==> src/hdl/fm_timer_pkg.sv <==
// Register numbers, busy states, timer config and flag structs, timer widths
`default_nettype none

package fm_timer_pkg;

    // Timer register numbers written at address 0
    typedef enum logic [7:0] {
        REG_TMRA_HI = 8'h24,    // Timer A bits 9..2
        REG_TMRA_LO = 8'h25,    // Timer A bits 1..0
        REG_TMRB    = 8'h26,
        REG_TMR_CTL = 8'h27
    } reg_addr_e;

    typedef enum logic {
        ST_IDLE,
        ST_BUSY
    } busy_state_e;

    localparam int TMRA_W      = 10;
    localparam int TMRB_W      = 8;
    localparam int TMRB_SUBDIV = 16;   // Timer A ticks per timer B tick

    // Bit positions in REG_TMR_CTL
    localparam int CTL_LOAD_A  = 0;
    localparam int CTL_LOAD_B  = 1;
    localparam int CTL_IRQEN_A = 2;
    localparam int CTL_IRQEN_B = 3;
    localparam int CTL_CLR_A   = 4;
    localparam int CTL_CLR_B   = 5;

    typedef struct packed {
        logic [TMRA_W-1:0] value_a;
        logic [TMRB_W-1:0] value_b;
        logic              load_a;
        logic              load_b;
        logic              irq_en_a;
        logic              irq_en_b;
    } tmr_cfg_t;

    typedef struct packed {
        logic a;
        logic b;
    } flag_pulse_t;

endpackage

`default_nettype wire

==> src/hdl/fm_timer_counter.sv <==
// Loadable up-counter with reload and overflow pulse
`default_nettype none

module fm_timer_counter #(
    parameter int width = 10
) (
    input  logic             clk,
    input  logic             rst_n,
    input  logic             tick,
    input  logic             load,
    input  logic [width-1:0] value,
    output logic             ovf
);

    logic [width-1:0] cnt;
    logic             at_top;

    assign at_top = &cnt;   // All ones, next tick wraps

    // Overflow period is 2^width - value ticks
    always_ff @(posedge clk or negedge rst_n) begin
        if (!rst_n) begin
            cnt <= '0;
            ovf <= 1'b0;
        end else begin
            ovf <= 1'b0;
            if (!load) begin
                cnt <= value;           // Parked at the load value
            end else if (tick) begin
                if (at_top) begin
                    cnt <= value;
                    ovf <= 1'b1;
                end else begin
                    cnt <= cnt + 1'b1;
                end
            end
        end
    end

endmodule

`default_nettype wire

==> src/hdl/fm_reg_decode.sv <==
// CPU write decode, timer registers, flag clear pulses and busy timing
`default_nettype none

module fm_reg_decode #(
    parameter int busy_cycles = 32
) (
    input  logic                   clk,
    input  logic                   rst_n,
    input  logic [7:0]             din,
    input  logic [1:0]             addr,
    input  logic                   cs_n,
    input  logic                   wr_n,
    output fm_timer_pkg::tmr_cfg_t    cfg,
    output fm_timer_pkg::flag_pulse_t clr,
    output logic                   busy
);
    import fm_timer_pkg::*;

    localparam int CNT_W = (busy_cycles > 1) ? $clog2(busy_cycles) : 1;

    logic        write;
    logic        data_wr;
    reg_addr_e   reg_num;      // Latched at address 0
    busy_state_e state;
    logic [CNT_W-1:0] busy_cnt;

    assign write   = !cs_n && !wr_n;
    assign data_wr = write && addr[0];

    always_ff @(posedge clk or negedge rst_n) begin
        if (!rst_n) begin
            reg_num <= reg_addr_e'(8'h00);
        end else if (write && !addr[0]) begin
            reg_num <= reg_addr_e'(din);
        end
    end

    // Timer registers, clear bits only live for one cycle
    always_ff @(posedge clk or negedge rst_n) begin
        if (!rst_n) begin
            cfg <= '0;
            clr <= '0;
        end else begin
            clr <= '0;
            if (data_wr) begin
                case (reg_num)
                    REG_TMRA_HI: cfg.value_a[TMRA_W-1:2] <= din;
                    REG_TMRA_LO: cfg.value_a[1:0] <= din[1:0];
                    REG_TMRB:    cfg.value_b <= din;
                    REG_TMR_CTL: begin
                        cfg.load_a   <= din[CTL_LOAD_A];
                        cfg.load_b   <= din[CTL_LOAD_B];
                        cfg.irq_en_a <= din[CTL_IRQEN_A];
                        cfg.irq_en_b <= din[CTL_IRQEN_B];
                        clr.a        <= din[CTL_CLR_A];
                        clr.b        <= din[CTL_CLR_B];
                    end
                    default: ;  // Unknown register, write dropped
                endcase
            end
        end
    end

    // Busy FSM, any data write (re)starts the count
    always_ff @(posedge clk or negedge rst_n) begin
        if (!rst_n) begin
            state    <= ST_IDLE;
            busy_cnt <= '0;
        end else if (data_wr) begin
            state    <= ST_BUSY;
            busy_cnt <= CNT_W'(busy_cycles - 1);
        end else if (state == ST_BUSY) begin
            if (busy_cnt == '0) begin
                state <= ST_IDLE;
            end else begin
                busy_cnt <= busy_cnt - 1'b1;
            end
        end
    end

    assign busy = (state == ST_BUSY);

    // Busy must drop busy_cycles after the last data write
    a_busy_len: assert property (@(posedge clk) disable iff (!rst_n)
        data_wr ##1 (!data_wr)[*busy_cycles] |=> !busy);

endmodule

`default_nettype wire

==> src/hdl/fm_timer_exec.sv <==
// Timer execute stage with cen prescaler, timer B sub-divider and both counters
`default_nettype none

module fm_timer_exec #(
    parameter int tick_div = 72
) (
    input  logic                      clk,
    input  logic                      rst_n,
    input  logic                      cen,
    input  fm_timer_pkg::tmr_cfg_t    cfg,
    output fm_timer_pkg::flag_pulse_t ovf
);
    import fm_timer_pkg::*;

    localparam int PRE_W = (tick_div > 1) ? $clog2(tick_div) : 1;
    localparam int SUB_W = $clog2(TMRB_SUBDIV);

    logic [PRE_W-1:0] pre_cnt;
    logic [SUB_W-1:0] sub_cnt;
    logic             tick_a;
    logic             tick_b;
    logic             ovf_a;
    logic             ovf_b;

    assign tick_a = cen && (pre_cnt == PRE_W'(tick_div - 1));
    assign tick_b = tick_a && (sub_cnt == SUB_W'(TMRB_SUBDIV - 1));

    // Free running, so the first period carries some phase slack
    always_ff @(posedge clk or negedge rst_n) begin
        if (!rst_n) begin
            pre_cnt <= '0;
            sub_cnt <= '0;
        end else if (cen) begin
            pre_cnt <= tick_a ? '0 : pre_cnt + 1'b1;
            if (tick_a) begin
                sub_cnt <= tick_b ? '0 : sub_cnt + 1'b1;
            end
        end
    end

    fm_timer_counter #(.width(TMRA_W)) u_timer_a (
        .clk   ( clk         ),
        .rst_n ( rst_n       ),
        .tick  ( tick_a      ),
        .load  ( cfg.load_a  ),
        .value ( cfg.value_a ),
        .ovf   ( ovf_a       )
    );

    fm_timer_counter #(.width(TMRB_W)) u_timer_b (
        .clk   ( clk         ),
        .rst_n ( rst_n       ),
        .tick  ( tick_b      ),
        .load  ( cfg.load_b  ),
        .value ( cfg.value_b ),
        .ovf   ( ovf_b       )
    );

    assign ovf = '{a: ovf_a, b: ovf_b};

    // Counter output is registered, so ovf trails its tick by one cycle
    a_ovf_a_tick: assert property (@(posedge clk) disable iff (!rst_n)
        ovf_a |-> $past(tick_a));

endmodule

`default_nettype wire

==> src/hdl/fm_status_result.sv <==
// Overflow flags, irq_n and the status byte
`default_nettype none

module fm_status_result (
    input  logic                      clk,
    input  logic                      rst_n,
    input  fm_timer_pkg::tmr_cfg_t    cfg,
    input  fm_timer_pkg::flag_pulse_t clr,
    input  fm_timer_pkg::flag_pulse_t ovf,
    input  logic                      busy,
    output logic [7:0]                dout,
    output logic                      irq_n
);
    import fm_timer_pkg::*;

    flag_pulse_t flag;

    // Sticky flags, a new overflow beats a clear
    always_ff @(posedge clk or negedge rst_n) begin
        if (!rst_n) begin
            flag <= '0;
        end else begin
            if (ovf.a) begin
                flag.a <= 1'b1;
            end else if (clr.a) begin
                flag.a <= 1'b0;
            end
            if (ovf.b) begin
                flag.b <= 1'b1;
            end else if (clr.b) begin
                flag.b <= 1'b0;
            end
        end
    end

    assign irq_n = !((flag.a && cfg.irq_en_a) || (flag.b && cfg.irq_en_b));

    assign dout = {busy, 5'b00000, flag.b, flag.a};   // Status byte

    a_irq_masked: assert property (@(posedge clk) disable iff (!rst_n)
        (!cfg.irq_en_a && !cfg.irq_en_b) |-> irq_n);

endmodule

`default_nettype wire

==> src/hdl/fm_timer_top.sv <==
// Timer and status top level joining decode, execute and result stages
`default_nettype none

module fm_timer_top #(
    parameter int tick_div    = 72,   // cen pulses per timer A tick
    parameter int busy_cycles = 32
) (
    input  logic       clk,
    input  logic       rst_n,
    input  logic       cen,
    input  logic [7:0] din,
    input  logic [1:0] addr,
    input  logic       cs_n,
    input  logic       wr_n,
    output logic [7:0] dout,
    output logic       irq_n
);
    import fm_timer_pkg::*;

    tmr_cfg_t    cfg;
    flag_pulse_t clr;
    flag_pulse_t ovf;
    logic        busy;

    fm_reg_decode #(.busy_cycles(busy_cycles)) u_decode (
        .clk   ( clk   ),
        .rst_n ( rst_n ),
        .din   ( din   ),
        .addr  ( addr  ),
        .cs_n  ( cs_n  ),
        .wr_n  ( wr_n  ),
        .cfg   ( cfg   ),
        .clr   ( clr   ),
        .busy  ( busy  )
    );

    fm_timer_exec #(.tick_div(tick_div)) u_exec (
        .clk   ( clk   ),
        .rst_n ( rst_n ),
        .cen   ( cen   ),
        .cfg   ( cfg   ),
        .ovf   ( ovf   )
    );

    fm_status_result u_result (
        .clk   ( clk   ),
        .rst_n ( rst_n ),
        .cfg   ( cfg   ),
        .clr   ( clr   ),
        .ovf   ( ovf   ),
        .busy  ( busy  ),
        .dout  ( dout  ),
        .irq_n ( irq_n )
    );

endmodule

`default_nettype wire

==> config.mk <==
export PLATFORM = sky130hd
export DESIGN_NAME = fm_timer_top
export DESIGN_NICKNAME = d
export VERILOG_FILES = /design/src/hdl/fm_timer_pkg.sv /design/src/hdl/fm_timer_counter.sv /design/src/hdl/fm_reg_decode.sv /design/src/hdl/fm_timer_exec.sv /design/src/hdl/fm_status_result.sv /design/src/hdl/fm_timer_top.sv
export SDC_FILE = /design/constraint.sdc
export NUM_CORES = 1
export LEC_CHECK = 0
export ABC_AREA = 1
export BUFFER_PORTS_ARGS = -buffer_cell sky130_fd_sc_hd__buf_2
export CAP_MARGIN = 20
export CORE_MARGIN = 5
export CORE_UTILIZATION = 54
export DETAILED_ROUTE_END_ITERATION = 6
export PLACE_DENSITY = 0.74
export SYNTH_ARGS = -nofsm -noshare
export SYNTH_HDL_FRONTEND = slang
export SYNTH_SLANG_ARGS = --single-unit
export TNS_END_PERCENT = 10
==> constraint.sdc <==
create_clock -name clk -period 1.3 [get_ports clk]
set_input_delay 0.325 -clock clk [delete_from_list [all_inputs] [get_ports clk]]
set_output_delay 0.325 -clock clk [all_outputs]
set_load 0.005 [all_outputs]
# Yosys cells after proc, flatten, opt, wreduce, memory -nomap -nowiden
# Cells that the tools add are included.
dict set report word_totals {
  regBits 71
  inputBits 15
  output_inout_bits 9
  word_cells 84
}
dict set report classes {
  add_sub_neg 5
  n_eq_ne 9
  mux 26
  n_reduce_logical 24
}
# op n
set ops {}
lappend ops {{$eq 8x6->1 const B} 4}
lappend ops {{$mux 10} 3}
lappend ops {{$mux 8} 3}
lappend ops {{$mux 5} 3}
lappend ops {{$mux 1} 13}
lappend ops {{$reduce_and 2->1} 6}
lappend ops {{$add 10x1->10 const B} 1}
lappend ops {{$reduce_and 10->1} 1}
lappend ops {{$add 8x1->8 const B} 1}
lappend ops {{$reduce_and 8->1} 1}
lappend ops {{$add 7x1->7 const B} 1}
lappend ops {{$eq 7x7->1 const B} 1}
lappend ops {{$logic_and 1x1->1} 7}
lappend ops {{$mux 7} 1}
lappend ops {{$ne 2x1->1 const B} 3}
lappend ops {{$reduce_bool 2->1} 3}
lappend ops {{$logic_not 5->1} 1}
lappend ops {{$sub 5x1->5 const B} 1}
lappend ops {{$add 4x1->4 const B} 1}
lappend ops {{$eq 4x4->1 const B} 1}
lappend ops {{$logic_not 1->1} 4}
lappend ops {{$mux 2} 2}
lappend ops {{$mux 4} 1}
lappend ops {{$logic_or 1x1->1} 1}

# Depth between registers and ports, before layout
# Gate-level depths: netlist (run 1).
dict set report depth {
  ltp_word 5
  ltp_mapped 10
  mapped_depth_nobuf 9
}

# By module
# A second synthesis (run 1) with hierarchy kept.
dict set report unflattened {
  hier_cells 517
  hier_area_um2 3976.3
}
# mod instances cells_each area_each_um2 seq_area_each_um2
set modules_own_cells {}
lappend modules_own_cells {fm_reg_decode 1 204 1757.9 950.9}
lappend modules_own_cells {{fm_timer_counter at u_exec.u_timer_a} 1 120 804.5 275.3}
lappend modules_own_cells {{fm_timer_counter at u_exec.u_timer_b} 1 92 650.6 225.2}
lappend modules_own_cells {fm_timer_exec 1 80 619.3 275.3}
lappend modules_own_cells {fm_status_result 1 21 143.9 50.0}

# Worst setup path before layout (run 1)
# Ideal clock, no wire load.
dict set report synth_timing {
  path_kind {reg-to-reg}
  from {register u_exec.u_timer_a.cnt[0]}
  to {register u_exec.u_timer_a.cnt[3]}
  setup_ns 0.118
  arrival_ns 1.234
  required_ns 1.182
  slack_ns -0.052
  stages_incl_launch_ff 10
  n_path_buf 1
  synth_period_minus_slack_ns 1.352
  path_cell_list {dfrtp_1 > ha_1 > nand2_2 > nor2_4 > nand3_4 > nand2_2 > buf_6 > nand2_1 > nand3_1 > nand2_1}
}
dict set report synth_via {
  elab_chain_cells 4
  word_cells_on_any_way 5
  classes_between {add/sub: 1; mux: 3; reduce/logical: 1}
}
# item line
set synth_rtl {}
lappend synth_rtl {{start: declaration} fm_timer_counter.sv:15} ;# logic [width-1:0] cnt;
lappend synth_rtl {{start signal: assignment} fm_timer_counter.sv:28} ;# cnt <= value;
lappend synth_rtl {{start signal: assignment} fm_timer_counter.sv:31} ;# cnt <= value;
lappend synth_rtl {{start signal: assignment} fm_timer_counter.sv:34} ;# cnt <= cnt + 1'b1;
lappend synth_rtl {{$add 10x1->10 / $reduce_and 10->1 (equally long branches)} {fm_timer_counter.sv:34, fm_timer_counter.sv:18}}
lappend synth_rtl {{$mux 10 (*)} fm_timer_counter.sv:30} ;# if (at_top) begin
lappend synth_rtl {{$mux 10 (*)} fm_timer_counter.sv:29} ;# end else if (tick) begin
lappend synth_rtl {{$mux 10 (*)} fm_timer_counter.sv:27} ;# if (!load) begin
# Mark *: on every way between the ends. The rest lies on a longest branch, timed or not. The select of a mux whose other input is x is not followed.
# A chain may end at the register's enable or synchronous reset.

# Final worst setup path (run 1)
dict set report layout_timing {
  from {register u_decode.cfg[1] (netlist name)}
  to {output irq_n}
}
dict set report layout_via {
  elab_chain_cells 3
}
# item line
set layout_rtl {}
lappend layout_rtl {{$logic_and 1x1->1} fm_status_result.sv:36} ;# assign irq_n = !((flag.a && cfg.irq_en_a) || (flag.b && cfg.irq_en_b));
lappend layout_rtl {{$logic_or 1x1->1} fm_status_result.sv:36}
lappend layout_rtl {{$logic_not 1->1} fm_status_result.sv:36}
lappend layout_rtl {{end: declaration} fm_timer_top.sv:16} ;# output logic irq_n
# No other way between the ends.

==> qor.yml, run 1 <==
outcome:
  outcome: "finished, violations left"
  violations: "setup timing"
sta:
  fmax_mhz: 705
  min_period_ns: 1.42
  worstMarginPinSlew_ns: 0.506
  finalHoldViolations: 0
  setup_slack_ns: -0.118
  final_cycle_share_pct: 109
  relSlewSlack_pct: 66.3
  number_of_max_slew_violations_in_the_final_report: 0
  unrepaired_setup_endpoints_after_global_routing: "yes"
  worst_clock_skew_ns: 0.0105
  setup_violations: 31
  fin_worst_hold_slack_ns: 0.00171
pwr:
  power_density_nw_per_um2: 1620
  finalPower_uw: 7690
  power.static_leakage_uw: 0.00240
  vdd_ir_drop_max_mv: 0.927
synth:
  syn_inst: 460
  synthTopCellsByArea: "dfrtp_1 48%, nand2_1 14%, inv_1 6.8%"
  syn-mean-instance-area_sq_um: 8.00
  synth-warning-count: 0
  synth_top_cell_area_share_pct: 48.3
  synth_top_cell_by_area: "dfrtp_1"
  synth_edf_count: 0
  post_synth_instance_area_sq_um: 3680
  seq_area_frac_synth_pct: 48.3
  ys_seq_elements: 71
  async_set_or_reset_register_ratio_after_synthesis_pct: 100
  yosysUniqueCellTypes: 33
  post_synth_top_flop: "dfrtp_1"
placement:
  finalWeightedCongestion: 0.905
  placement.setup.worst_slack_ns: -0.184
  detailed_place.area_sq_um: 4170
  placement.io_buffers: 17
  dp.final_hpwl_mm: 5.63
cts:
  clock_sink_count: 71
  clk_transition_reported_paths_ns: 0.08
  cts_root_buffer: "clkbuf_8"
  clock_tree_from_tritoncts: "done"
  clock_path_buffers: 2
  cts_made_buffers: 9
  clk_latency_ns: 0.34
  h-tree-depth: 3
  cts-hold-fix-buffers: 0
critical_path:
  path_class: "reg2out"
  critical_path.max_fanout: 2
  cp_data_arrival_time_ns: 1.09
  worst_setup_path_end_kind: "primary output"
  timing.critical_path.slowest_stage_cell: "dfrtp_1"
  cp-start-kind: "register"
  cp_cell_sequence: "a22o_1 > inv_1 > buf_2"
  setup.reg_to_reg.worst_slack_ns: -0.10
  critical_path.max_stage_delay_ns: 0.39
  reg2regPathDepth: 7
  crit_required_ns: 0.98
die:
  core_area_sq_um: 6720
  fp.dieH_microns: 92.6
  fp.dieW_microns: 92.6
  start_util_pct: 54.8
  boundaryPins: 24
  overall_die_area_sq_um: 8570
  std_cell_rows: 30
global_routing:
  global_route.usage.total_pct: 20.4
  grt_antenna_before_repair: 0
  number_of_global_route_vias_before_repair: 3099
  grt_max_degree: 72
  grt_first_pass_wirelength_mm: 14.0
  grt_overflow_total: 0
drt:
  routed_via_density: 5.19
  detail_route.iter0.violations: 182
  remaining_drc_errors: 0
  via_count: 3255
  count_of_nets_left_with_antenna_violations_after_detail_routing: 0
  avgRoutedWirePerCell_microns: 13.2
  initial_drt_pass_iterations: 4
  postRouteWirelength_mm: 8.28
layout:
  antenna_cells_inserted: 0
  post_route_standard_cell_area_excluding_fillers_sq_um: 4740
  area_growth_syn_to_layout_pct: 28.7
  design.final.nets: 562
  proportion_of_layout_cells_with_a_drive_suffix_above_1_pct: 29.4
job:
  drv.max_cap_violation_count: 0
hold_path:
  hp-class: "in2async"
==> critical path, delay by kind of cell (launching register included) <==
| kind | cells | cell delay, ns |
|---|---|---|
| buffers and inverters | 2 | 0.14 |
| flip-flops | 1 | 0.39 |
| AO/OA/AOI/OAI | 1 | 0.23 |
==> stage by stage <==
step           cells  setup TNS (ns)  utilization, %
3_5_place_dp     598           -4.08            62.0
5_1_grt          627           -5.05            70.5
6_report         627           -1.59            70.5
3_3_place_gp     598           -2.47            62.0
4_1_cts          624           -1.37            68.5
2_1_floorplan    464          -0.365               -
==> power by group <==
group | internal, uW | leakage (uW) | switching, uW
clock | 1380 | 0.000130 | 858
sequential | 2650 | 0.000901 | 377
combinational | 1170 | 0.00137 | 1250
total | 5200 | 0.00240 | 2480
==> timing repair <==
item / 4_1_cts / 5_1_grt
endpoints found under the setup margin: 48 / 55
gates resized for setup: 31 / 40
cloned: 2 / 0
pin swaps: 13 / 14
buffers inserted: 8 / 3
==> cells in the final DEF (no fill, tap or decap), types with 7 or more instances in the layout <==
cell type,netlist,final
o21ai_0,45,32
buf_4,6,55
nor2_2,1,7
nor2_1,27,20
inv_1,67,60
dfrtp_1,71,70
nand3_2,5,7
nand3_1,35,33
nand2_4,2,8
o21ai_1,4,14
buf_2,2,17
nand2_1,135,126
nand2_2,11,14
clkbuf_8,0,11
==> path summary, 6_finish.rpt <==
path / start / endpoint
worst max-delay path: u_decode.cfg[1] / irq_n
worst min-delay path: rst_n / u_decode.busy_cnt[2]
worst max register to register: u_exec.pre_cnt[0] / u_exec.u_timer_a.cnt[7]
worst min register to register: u_decode.clr[1] / u_result.dout[0]
max in group asynchronous: rst_n / u_exec.pre_cnt[2]
min in group clk: din[0] / u_decode.cfg[12]
==> synth_stat cells, types with 4 or more instances <==
cell type and count:
o21ai_0 45, dfrtp_1 71, nand2_2 11, nand4_1 4, nand3_2 5, nand2_1 135, o21ai_1 4, buf_4 6
nor3_1 6, ha_1 5, nand3_1 35, inv_1 67, nor2_4 4, xor2_1 5, nor2_1 27
==> registers in the layout, indices dropped and copies added (netlist names), 2 cells and up <==
register,cells
u_exec.u_timer_b.cnt,8
u_decode.clr,2
u_exec.sub_cnt,4
u_exec.u_timer_a.cnt,10
u_decode.cfg,22
u_result.dout,2
u_decode.busy_cnt,5
u_exec.pre_cnt,7
u_decode.reg_num,8
==> kinds of logic after synthesis <==
kind of cell             synth area share (%)
AND/OR/NAND/NOR                          29.7
adder cells (fa/ha/maj)                  1.70
flip-flops                               48.3
AO/OA/AOI/OAI                            8.60
XOR/XNOR                                 1.90
buffers and inverters                    9.69
other                                   0.102
==> area by class of cell <==
type                       instances  area, sq um
clock inverter                     5          104
sequential                        71         1780
timing repair buffer              77          563
fill                             497         1980
tap                               80          100
inverter                          68          263
multi-input combinational        315         1780
clock buffer                      11          151
==> metal layers <==
metal,part of all wire [%],vias up,GRT usage (%),wire length [microns]
met2,51,60,34.6,4250
met5,0,-,0,0
met3,3.3,17,3.25,274
met4,2.0,0,9.03,165
met1,43,1565,25.5,3590
li1,-,1613,-,-
Note: power is estimated with default switching activity, not from simulation.
==> inputs of run 2 (changes only) <==
- ABC_AREA: 1 -> 0
==> qor.yml, run 2 <==
outcome:
  outcome: "finished, violations left"  # unchanged
  violations: "setup timing"  # unchanged
sta:
  finalHoldViolations: 0  # unchanged
  setup_violations: 57  # was 31
  worst_clock_skew_ns: 0.0157  # was 0.0105 ns
  setup_slack_ns: -0.677  # was -0.118 ns
  number_of_max_slew_violations_in_the_final_report: 0  # unchanged
  setup_tns_after_final_layout_ns: -24.00  # was -1.59 ns
  min_period_ns: 1.98  # was 1.42 ns
  unrepaired_setup_endpoints_after_global_routing: "yes"  # unchanged
  fmax_mhz: 506  # was 705 MHz
  final_cycle_share_pct: 152  # was 109%
  fin_worst_hold_slack_ns: 0.256  # was 0.00171 ns
layout:
  mostFrequentLayoutCells: "77 x buf_4, 70 x dfrtp_1, 30 x mux2_2"  # was 126 x nand2_1, 70 x dfrtp_1, 60 x inv_1
  fin_cells: 509  # was 627
  largest_register_ffs: 22  # unchanged
  area_growth_syn_to_layout_pct: 35.5  # was 28.7%
  multi_input_area_sq_um: 1750  # was 1780 sq um
  mostFrequentLayoutCell: "buf_4"  # was nand2_1
  nFillCells: 397  # was 497
  proportion_of_layout_cells_with_a_drive_suffix_above_1_pct: 43.3  # was 29.4%
  seq_area_sq_um: 1780  # unchanged
  design.final.nets: 447  # was 562
  largest_register: "u_decode.cfg"  # unchanged
  final_util_pct: 75.0  # was 70.5%
  antenna_cells_inserted: 0  # unchanged
  reg_top3: "u_decode.cfg (22), u_exec.u_timer_a.cnt (10)"  # unchanged
critical_path:
  crit_required_ns: 1.54  # was 0.98 ns
  timing.critical_path.slowest_stage_cell: "or4bb_4"  # was dfrtp_1
  cp_cell_sequence: "or4bb_4 > nor4_4 > nor3b_4 > buf_6 > mux2_2"  # was a22o_1 > inv_1 > buf_2
  timing.critical_path.max_delay_family: "simple AND/OR/NAND/NOR gates"  # was flip-flops
  count_of_buffering_cells_on_the_critical_path_with_inverters_included: 1  # was 2
  critical_path.max_fanout: 8  # was 2
  path_class: "reg2reg"  # was reg2out
  critical_path.max_stage_delay_ns: 0.55  # was 0.39 ns
  cp_data_arrival_time_ns: 2.22  # was 1.09 ns
  worst_setup_path_end_kind: "register"  # was primary output
  cp-start-kind: "register"  # unchanged
global_routing:
  grt_max_degree: 42  # was 72
  number_of_global_route_vias_before_repair: 3078  # was 3099
  grt_antenna_before_repair: 0  # unchanged
  grt_first_pass_wirelength_mm: 14.9  # was 14.0 mm
  grt_overflow_total: 0  # unchanged
  global_route.usage.total_pct: 22.3  # was 20.4%
cts:
  clk_transition_reported_paths_ns: 0.09  # was 0.08 ns
  cts_made_buffers: 9  # unchanged
  clock_path_buffers: 2  # unchanged
  cts_root_buffer: "clkbuf_8"  # unchanged
  clock_tree_from_tritoncts: "done"  # unchanged
  h-tree-depth: 3  # unchanged
  clk_latency_ns: 0.36  # was 0.34 ns
  clock_sink_count: 71  # unchanged
job:
  drv.max_cap_violation_count: 0  # unchanged
die:
  fp.dieH_microns: 90.5  # was 92.6 microns
  fp.dieW_microns: 90.5  # was 92.6 microns
  boundaryPins: 24  # unchanged
  start_util_pct: 55.4  # was 54.8%
  core_area_sq_um: 6310  # was 6720 sq um
  std_cell_rows: 29  # was 30
  overall_die_area_sq_um: 8180  # was 8570 sq um
pwr:
  power_density_nw_per_um2: 1300  # was 1620 nW/um^2
  power.static_leakage_uw: 0.00222  # was 0.00240 uW
  vdd_ir_drop_max_mv: 1.14  # was 0.927 mV
synth:
  syn-mean-instance-area_sq_um: 10.9  # was 8.00 sq um
  synthTopCellsByCount: "71 x dfrtp_1, 30 x mux2_2, 30 x nand2_1"  # was 135 x nand2_1, 71 x dfrtp_1, 67 x inv_1
  synth-warning-count: 0  # unchanged
  syn_inst: 321  # was 460
  synth_top_cell_by_area: "dfrtp_1"  # unchanged
  synth_top_cell_area_share_pct: 50.8  # was 48.3%
  post_synth_instance_area_sq_um: 3500  # was 3680 sq um
  synthTopCellsByArea: "dfrtp_1 51%, mux2_2 9.7%, nand2_1 3.2%"  # was dfrtp_1 48%, nand2_1 14%, inv_1 6.8%
  seq_area_frac_synth_pct: 50.8  # was 48.3%
  yosysUniqueCellTypes: 59  # was 33
  synth_edf_count: 0  # unchanged
  ys_seq_elements: 71  # unchanged
  post_synth_top_flop: "dfrtp_1"  # unchanged
  synth_most_common_cell: "dfrtp_1"  # was nand2_1
  async_set_or_reset_register_ratio_after_synthesis_pct: 100  # unchanged
drt:
  remaining_drc_errors: 0  # unchanged
  count_of_nets_left_with_antenna_violations_after_detail_routing: 0  # unchanged
  routed_via_density: 5.86  # was 5.19
  avgRoutedWirePerCell_microns: 17.4  # was 13.2 microns
  initial_drt_pass_iterations: 4  # unchanged
  via_count: 2984  # was 3255
  postRouteWirelength_mm: 8.86  # was 8.28 mm
  detail_route.iter0.violations: 198  # was 182
hold_path:
  hp-class: "in2reg"  # was in2async
placement:
  placement.io_buffers: 17  # unchanged
  dp.final_hpwl_mm: 6.14  # was 5.63 mm
  dp.cells: 488  # was 598
  placement.setup.worst_slack_ns: -0.691  # was -0.184 ns
  finalWeightedCongestion: 0.922  # was 0.905
[run 2: layout make-up]
class / count / share of cell area (%)
clock buffers: 9 / 2.61
clock inverters: 7 / 2.19
inverters: 17 / 1.35
multi-input cells: 221 / 36.9
flip-flops and latches: 71 / 37.5
well taps: 77 / 2.03
repair buffers: 107 / 17.4
[run 2: timing repair]
item | 4_1_cts | 5_1_grt
setup endpoints to repair | 57 | 59
resized for setup | 39 | 14
endpoints found under the hold margin | 9 | 0
hold buffers | 1 | 0
setup buffers | 4 | 0
pin swaps | 17 | 1
[run 2: where the power goes]
| part | leakage (uW) | switching [uW] | internal [uW] |
|---|---|---|---|
| combinational | 0.00119 | 653 | 769 |
| sequential | 0.000916 | 221 | 2510 |
| clock | 0.000114 | 930 | 1100 |
| total | 0.00222 | 1800 | 4380 |
[run 2: cells by family after synthesis]
kind of cell    synth area share, %
other cells                   0.107
xor+xnor                       2.25
compound gates                 11.4
buf+inv                        4.22
simple gates                   18.6
fa+ha+maj                      1.79
mux                            10.8
flops                          50.8
[run 2: per-stage QoR]
step / area, sq um / power [uW]
after floorplan: 3510 / 3350
after global placement: 4270 / 3940
after detailed placement: 4270 / 4020
after CTS: 4690 / 6160
after global routing: 4740 / 6480
final: 4740 / 6180
[run 2: layer usage]
| metal | vias up | global-route usage, % | share of wire [%] |
|---|---|---|---|
| met5 | - | 0 | 0 |
| met3 | 21 | 4.25 | 3.7 |
| met1 | 1507 | 29.3 | 44 |
| li1 | 1376 | - | - |
| met2 | 80 | 36.4 | 51 |
| met4 | 0 | 8.68 | 2.0 |
[run 2: worst register-to-register path: stages, from the launching register on]
cell and delay, ns:
dfrtp_1 0.39, or4bb_4 0.55, nor4_4 0.16, nor3b_4 0.25, buf_6 0.16, mux2_2 0.35
[run 2: worst paths after layout]
check | cells past startpoint | from | to | slack, ns
worst min register to register | 1 | u_exec.u_timer_b.ovf | u_result.dout[1] | 0.44
min in group asynchronous | 2 | rst_n | u_decode.busy_cnt[2] | 0.40
worst min-delay path | 2 | din[6] | u_decode.reg_num[6] | 0.26
worst max register to register | 5 | u_decode.reg_num[3] | u_decode.cfg[21] | -0.68
worst max-delay path | 5 | u_decode.reg_num[3] | u_decode.cfg[21] | -0.68
max in group asynchronous | 3 | rst_n | u_decode.cfg[4] | 0.40
==> inputs of run 3 (changes only) <==
==> constraint.sdc (replaced) <==
create_clock -name clk -period 1.3 [get_ports clk]
set_input_delay 0.325 -clock clk [delete_from_list [all_inputs] [get_ports clk]]
set_output_delay 0.325 -clock clk [all_outputs]
set_load 0.02 [all_outputs]
==> qor.yml, run 3 (synthesized netlist as in run 2, its figures left out) <==
outcome:
  outcome: "finished, violations left"  # unchanged
  violations: "setup timing"  # unchanged
critical_path:
  count_of_buffering_cells_on_the_critical_path_with_inverters_included: 1  # unchanged
  cp_cell_sequence: "or4bb_4 > nor4_4 > nor3b_4 > buf_6 > mux2_2"  # unchanged
  cp-start-kind: "register"  # unchanged
  reg2regPathDepth: 5  # unchanged
  cp_data_arrival_time_ns: 2.22  # about the same
  timing.critical_path.max_delay_family: "simple AND/OR/NAND/NOR gates"  # unchanged
  worst_setup_path_end_kind: "register"  # unchanged
  timing.critical_path.slowest_stage_cell: "or4bb_4"  # unchanged
  r2r-start: "u_decode.reg_num[3]"  # unchanged
  critical_path.max_stage_delay_ns: 0.55  # about the same
  critical_path.max_fanout: 8  # unchanged
  setup.reg_to_reg.worst_slack_ns: -0.68  # about the same
  path_class: "reg2reg"  # unchanged
  crit_required_ns: 1.54  # about the same
  crit-reg2reg-capture: "u_decode.cfg[21]"  # unchanged
cts:
  clk_latency_ns: 0.35  # was 0.36 ns
  h-tree-depth: 3  # unchanged
  clk_transition_reported_paths_ns: 0.09  # about the same
  clock_tree_from_tritoncts: "done"  # unchanged
  clock_path_buffers: 2  # unchanged
  clock_sink_count: 71  # unchanged
  cts_made_buffers: 9  # unchanged
  cts_root_buffer: "clkbuf_8"  # unchanged
hold_path:
  min_path_cells: 2  # unchanged
  hp-class: "in2reg"  # unchanged
  timing.hold.worst_endpoint: "u_decode.reg_num[6]"  # unchanged
  worst_hold_startpoint: "din[6]"  # unchanged
global_routing:
  groute.layer.met1.usage_pct: 29.3  # about the same
  grt_first_pass_wirelength_mm: 14.8  # was 14.9 mm
  busiest_layer: "met2"  # unchanged
  grt_antenna_before_repair: 0  # unchanged
  number_of_global_route_vias_before_repair: 3058  # was 3078
  global_route.usage.total_pct: 22.2  # was 22.3%
  met3_usage_grt_pct: 4.17  # was 4.25%
  grt_overflow_total: 0  # unchanged
  met2_usage_pct: 36.0  # was 36.4%
  grt_max_degree: 42  # unchanged
drt:
  remaining_drc_errors: 0  # unchanged
  avgRoutedWirePerCell_microns: 17.4  # about the same
  postRouteWirelength_mm: 8.83  # was 8.86 mm
  via_count: 2984  # unchanged
  initial_drt_pass_iterations: 5  # was 4
  routed_via_density: 5.86  # unchanged
  detail_route.iter0.violations: 194  # was 198
  count_of_nets_left_with_antenna_violations_after_detail_routing: 0  # unchanged
layout:
  proportion_of_layout_cells_with_a_drive_suffix_above_1_pct: 43.1  # was 43.3%
  largest_register: "u_decode.cfg"  # unchanged
  nFillCells: 393  # was 397
  reg_top3: "u_decode.cfg (22), u_exec.u_timer_a.cnt (10)"  # unchanged
  area_growth_syn_to_layout_pct: 35.8  # was 35.5%
  largest_register_ffs: 22  # unchanged
  design.final.nets: 447  # unchanged
  mostFrequentLayoutCells: "78 x buf_4, 70 x dfrtp_1, 30 x mux2_2"  # was 77 x buf_4, 70 x dfrtp_1, 30 x mux2_2
  antenna_cells_inserted: 0  # unchanged
  mostFrequentLayoutCell: "buf_4"  # unchanged
die:
  std_cell_rows: 29  # unchanged
  start_util_pct: 55.4  # unchanged
  core_area_sq_um: 6310  # unchanged
  fp.dieW_microns: 90.5  # unchanged
  overall_die_area_sq_um: 8180  # unchanged
  fp.dieH_microns: 90.5  # unchanged
  boundaryPins: 24  # unchanged
pwr:
  vdd_ir_drop_max_mv: 1.15  # was 1.14 mV
  power_density_nw_per_um2: 1300  # about the same
  finalPower_uw: 6180  # about the same
  power.static_leakage_uw: 0.00223  # was 0.00222 uW
sta:
  setup_slack_ns: -0.677  # about the same
  setup_tns_after_final_layout_ns: -24.29  # was -24.00 ns
  fin_worst_hold_slack_ns: 0.256  # about the same
  setup_violations: 57  # unchanged
  number_of_max_slew_violations_in_the_final_report: 0  # unchanged
  final_cycle_share_pct: 152  # about the same
  unrepaired_setup_endpoints_after_global_routing: "yes"  # unchanged
  min_period_ns: 1.98  # about the same
  fmax_mhz: 506  # about the same
  worst_clock_skew_ns: 0.0145  # was 0.0157 ns
  finalHoldViolations: 0  # unchanged
job:
  drv.max_cap_violation_count: 0  # unchanged
placement:
  dp.final_hpwl_mm: 6.14  # unchanged
  placement.io_buffers: 17  # unchanged
  finalWeightedCongestion: 0.922  # unchanged
run 3: layout make-up:
type	instances	area, sq um	share of cell area [%]
clock buffers	9	124	2.61
clock inverters	7	104	2.19
inverters	17	63.8	1.34
multi-input cells	221	1750	36.8
flip-flops and latches	71	1780	37.5
well taps	77	96.3	2.03
repair buffers	107	835	17.6
run 3: power by group:
group          internal (uW)  total (uW)  switching, uW
Clock                   1100        2030            923
Sequential              2510        2730            219
Combinational            772        1430            656
run 3: worst max path at each step:
stage | start | to | slack [ns] | depth (start not counted)
finish | u_decode.reg_num[3] | u_decode.cfg[21] | -0.68 | 5
global route | u_decode.reg_num[3] | u_decode.cfg[21] | -0.75 | 5
CTS | u_decode.reg_num[3] | u_decode.cfg[14] | -0.67 | 5
detailed placement | wr_n | u_decode.cfg[14] | -0.69 | 6
global placement | wr_n | u_decode.cfg[15] | -0.64 | 6
floorplan | wr_n | u_decode.cfg[14] | -0.68 | 5
run 3: per-stage QoR:
stage	utilization, %	instances	worst slack [ns]	instance area [sq um]
after CTS	74.1	509	-0.671	4680
after global routing	75.2	509	-0.746	4750
after detailed placement	67.7	488	-0.691	4270
final	75.2	509	-0.677	4750
after global placement	67.7	488	-0.638	4270
after floorplan	-	325	-0.684	3510
run 3: routing by layer:
layer,up-vias,routed length [microns]
met5,-,0
met4,0,177
met3,17,411
met2,101,4520
met1,1483,3730
li1,1383,-
run 3: what timing repair did:
action,in CTS,in global routing
hold buffers,1,0
resized for setup,37,18
setup endpoints to repair,57,59
setup buffers,4,0
cloned,0,0
pin swaps,15,1
hold endpoints to repair,9,0
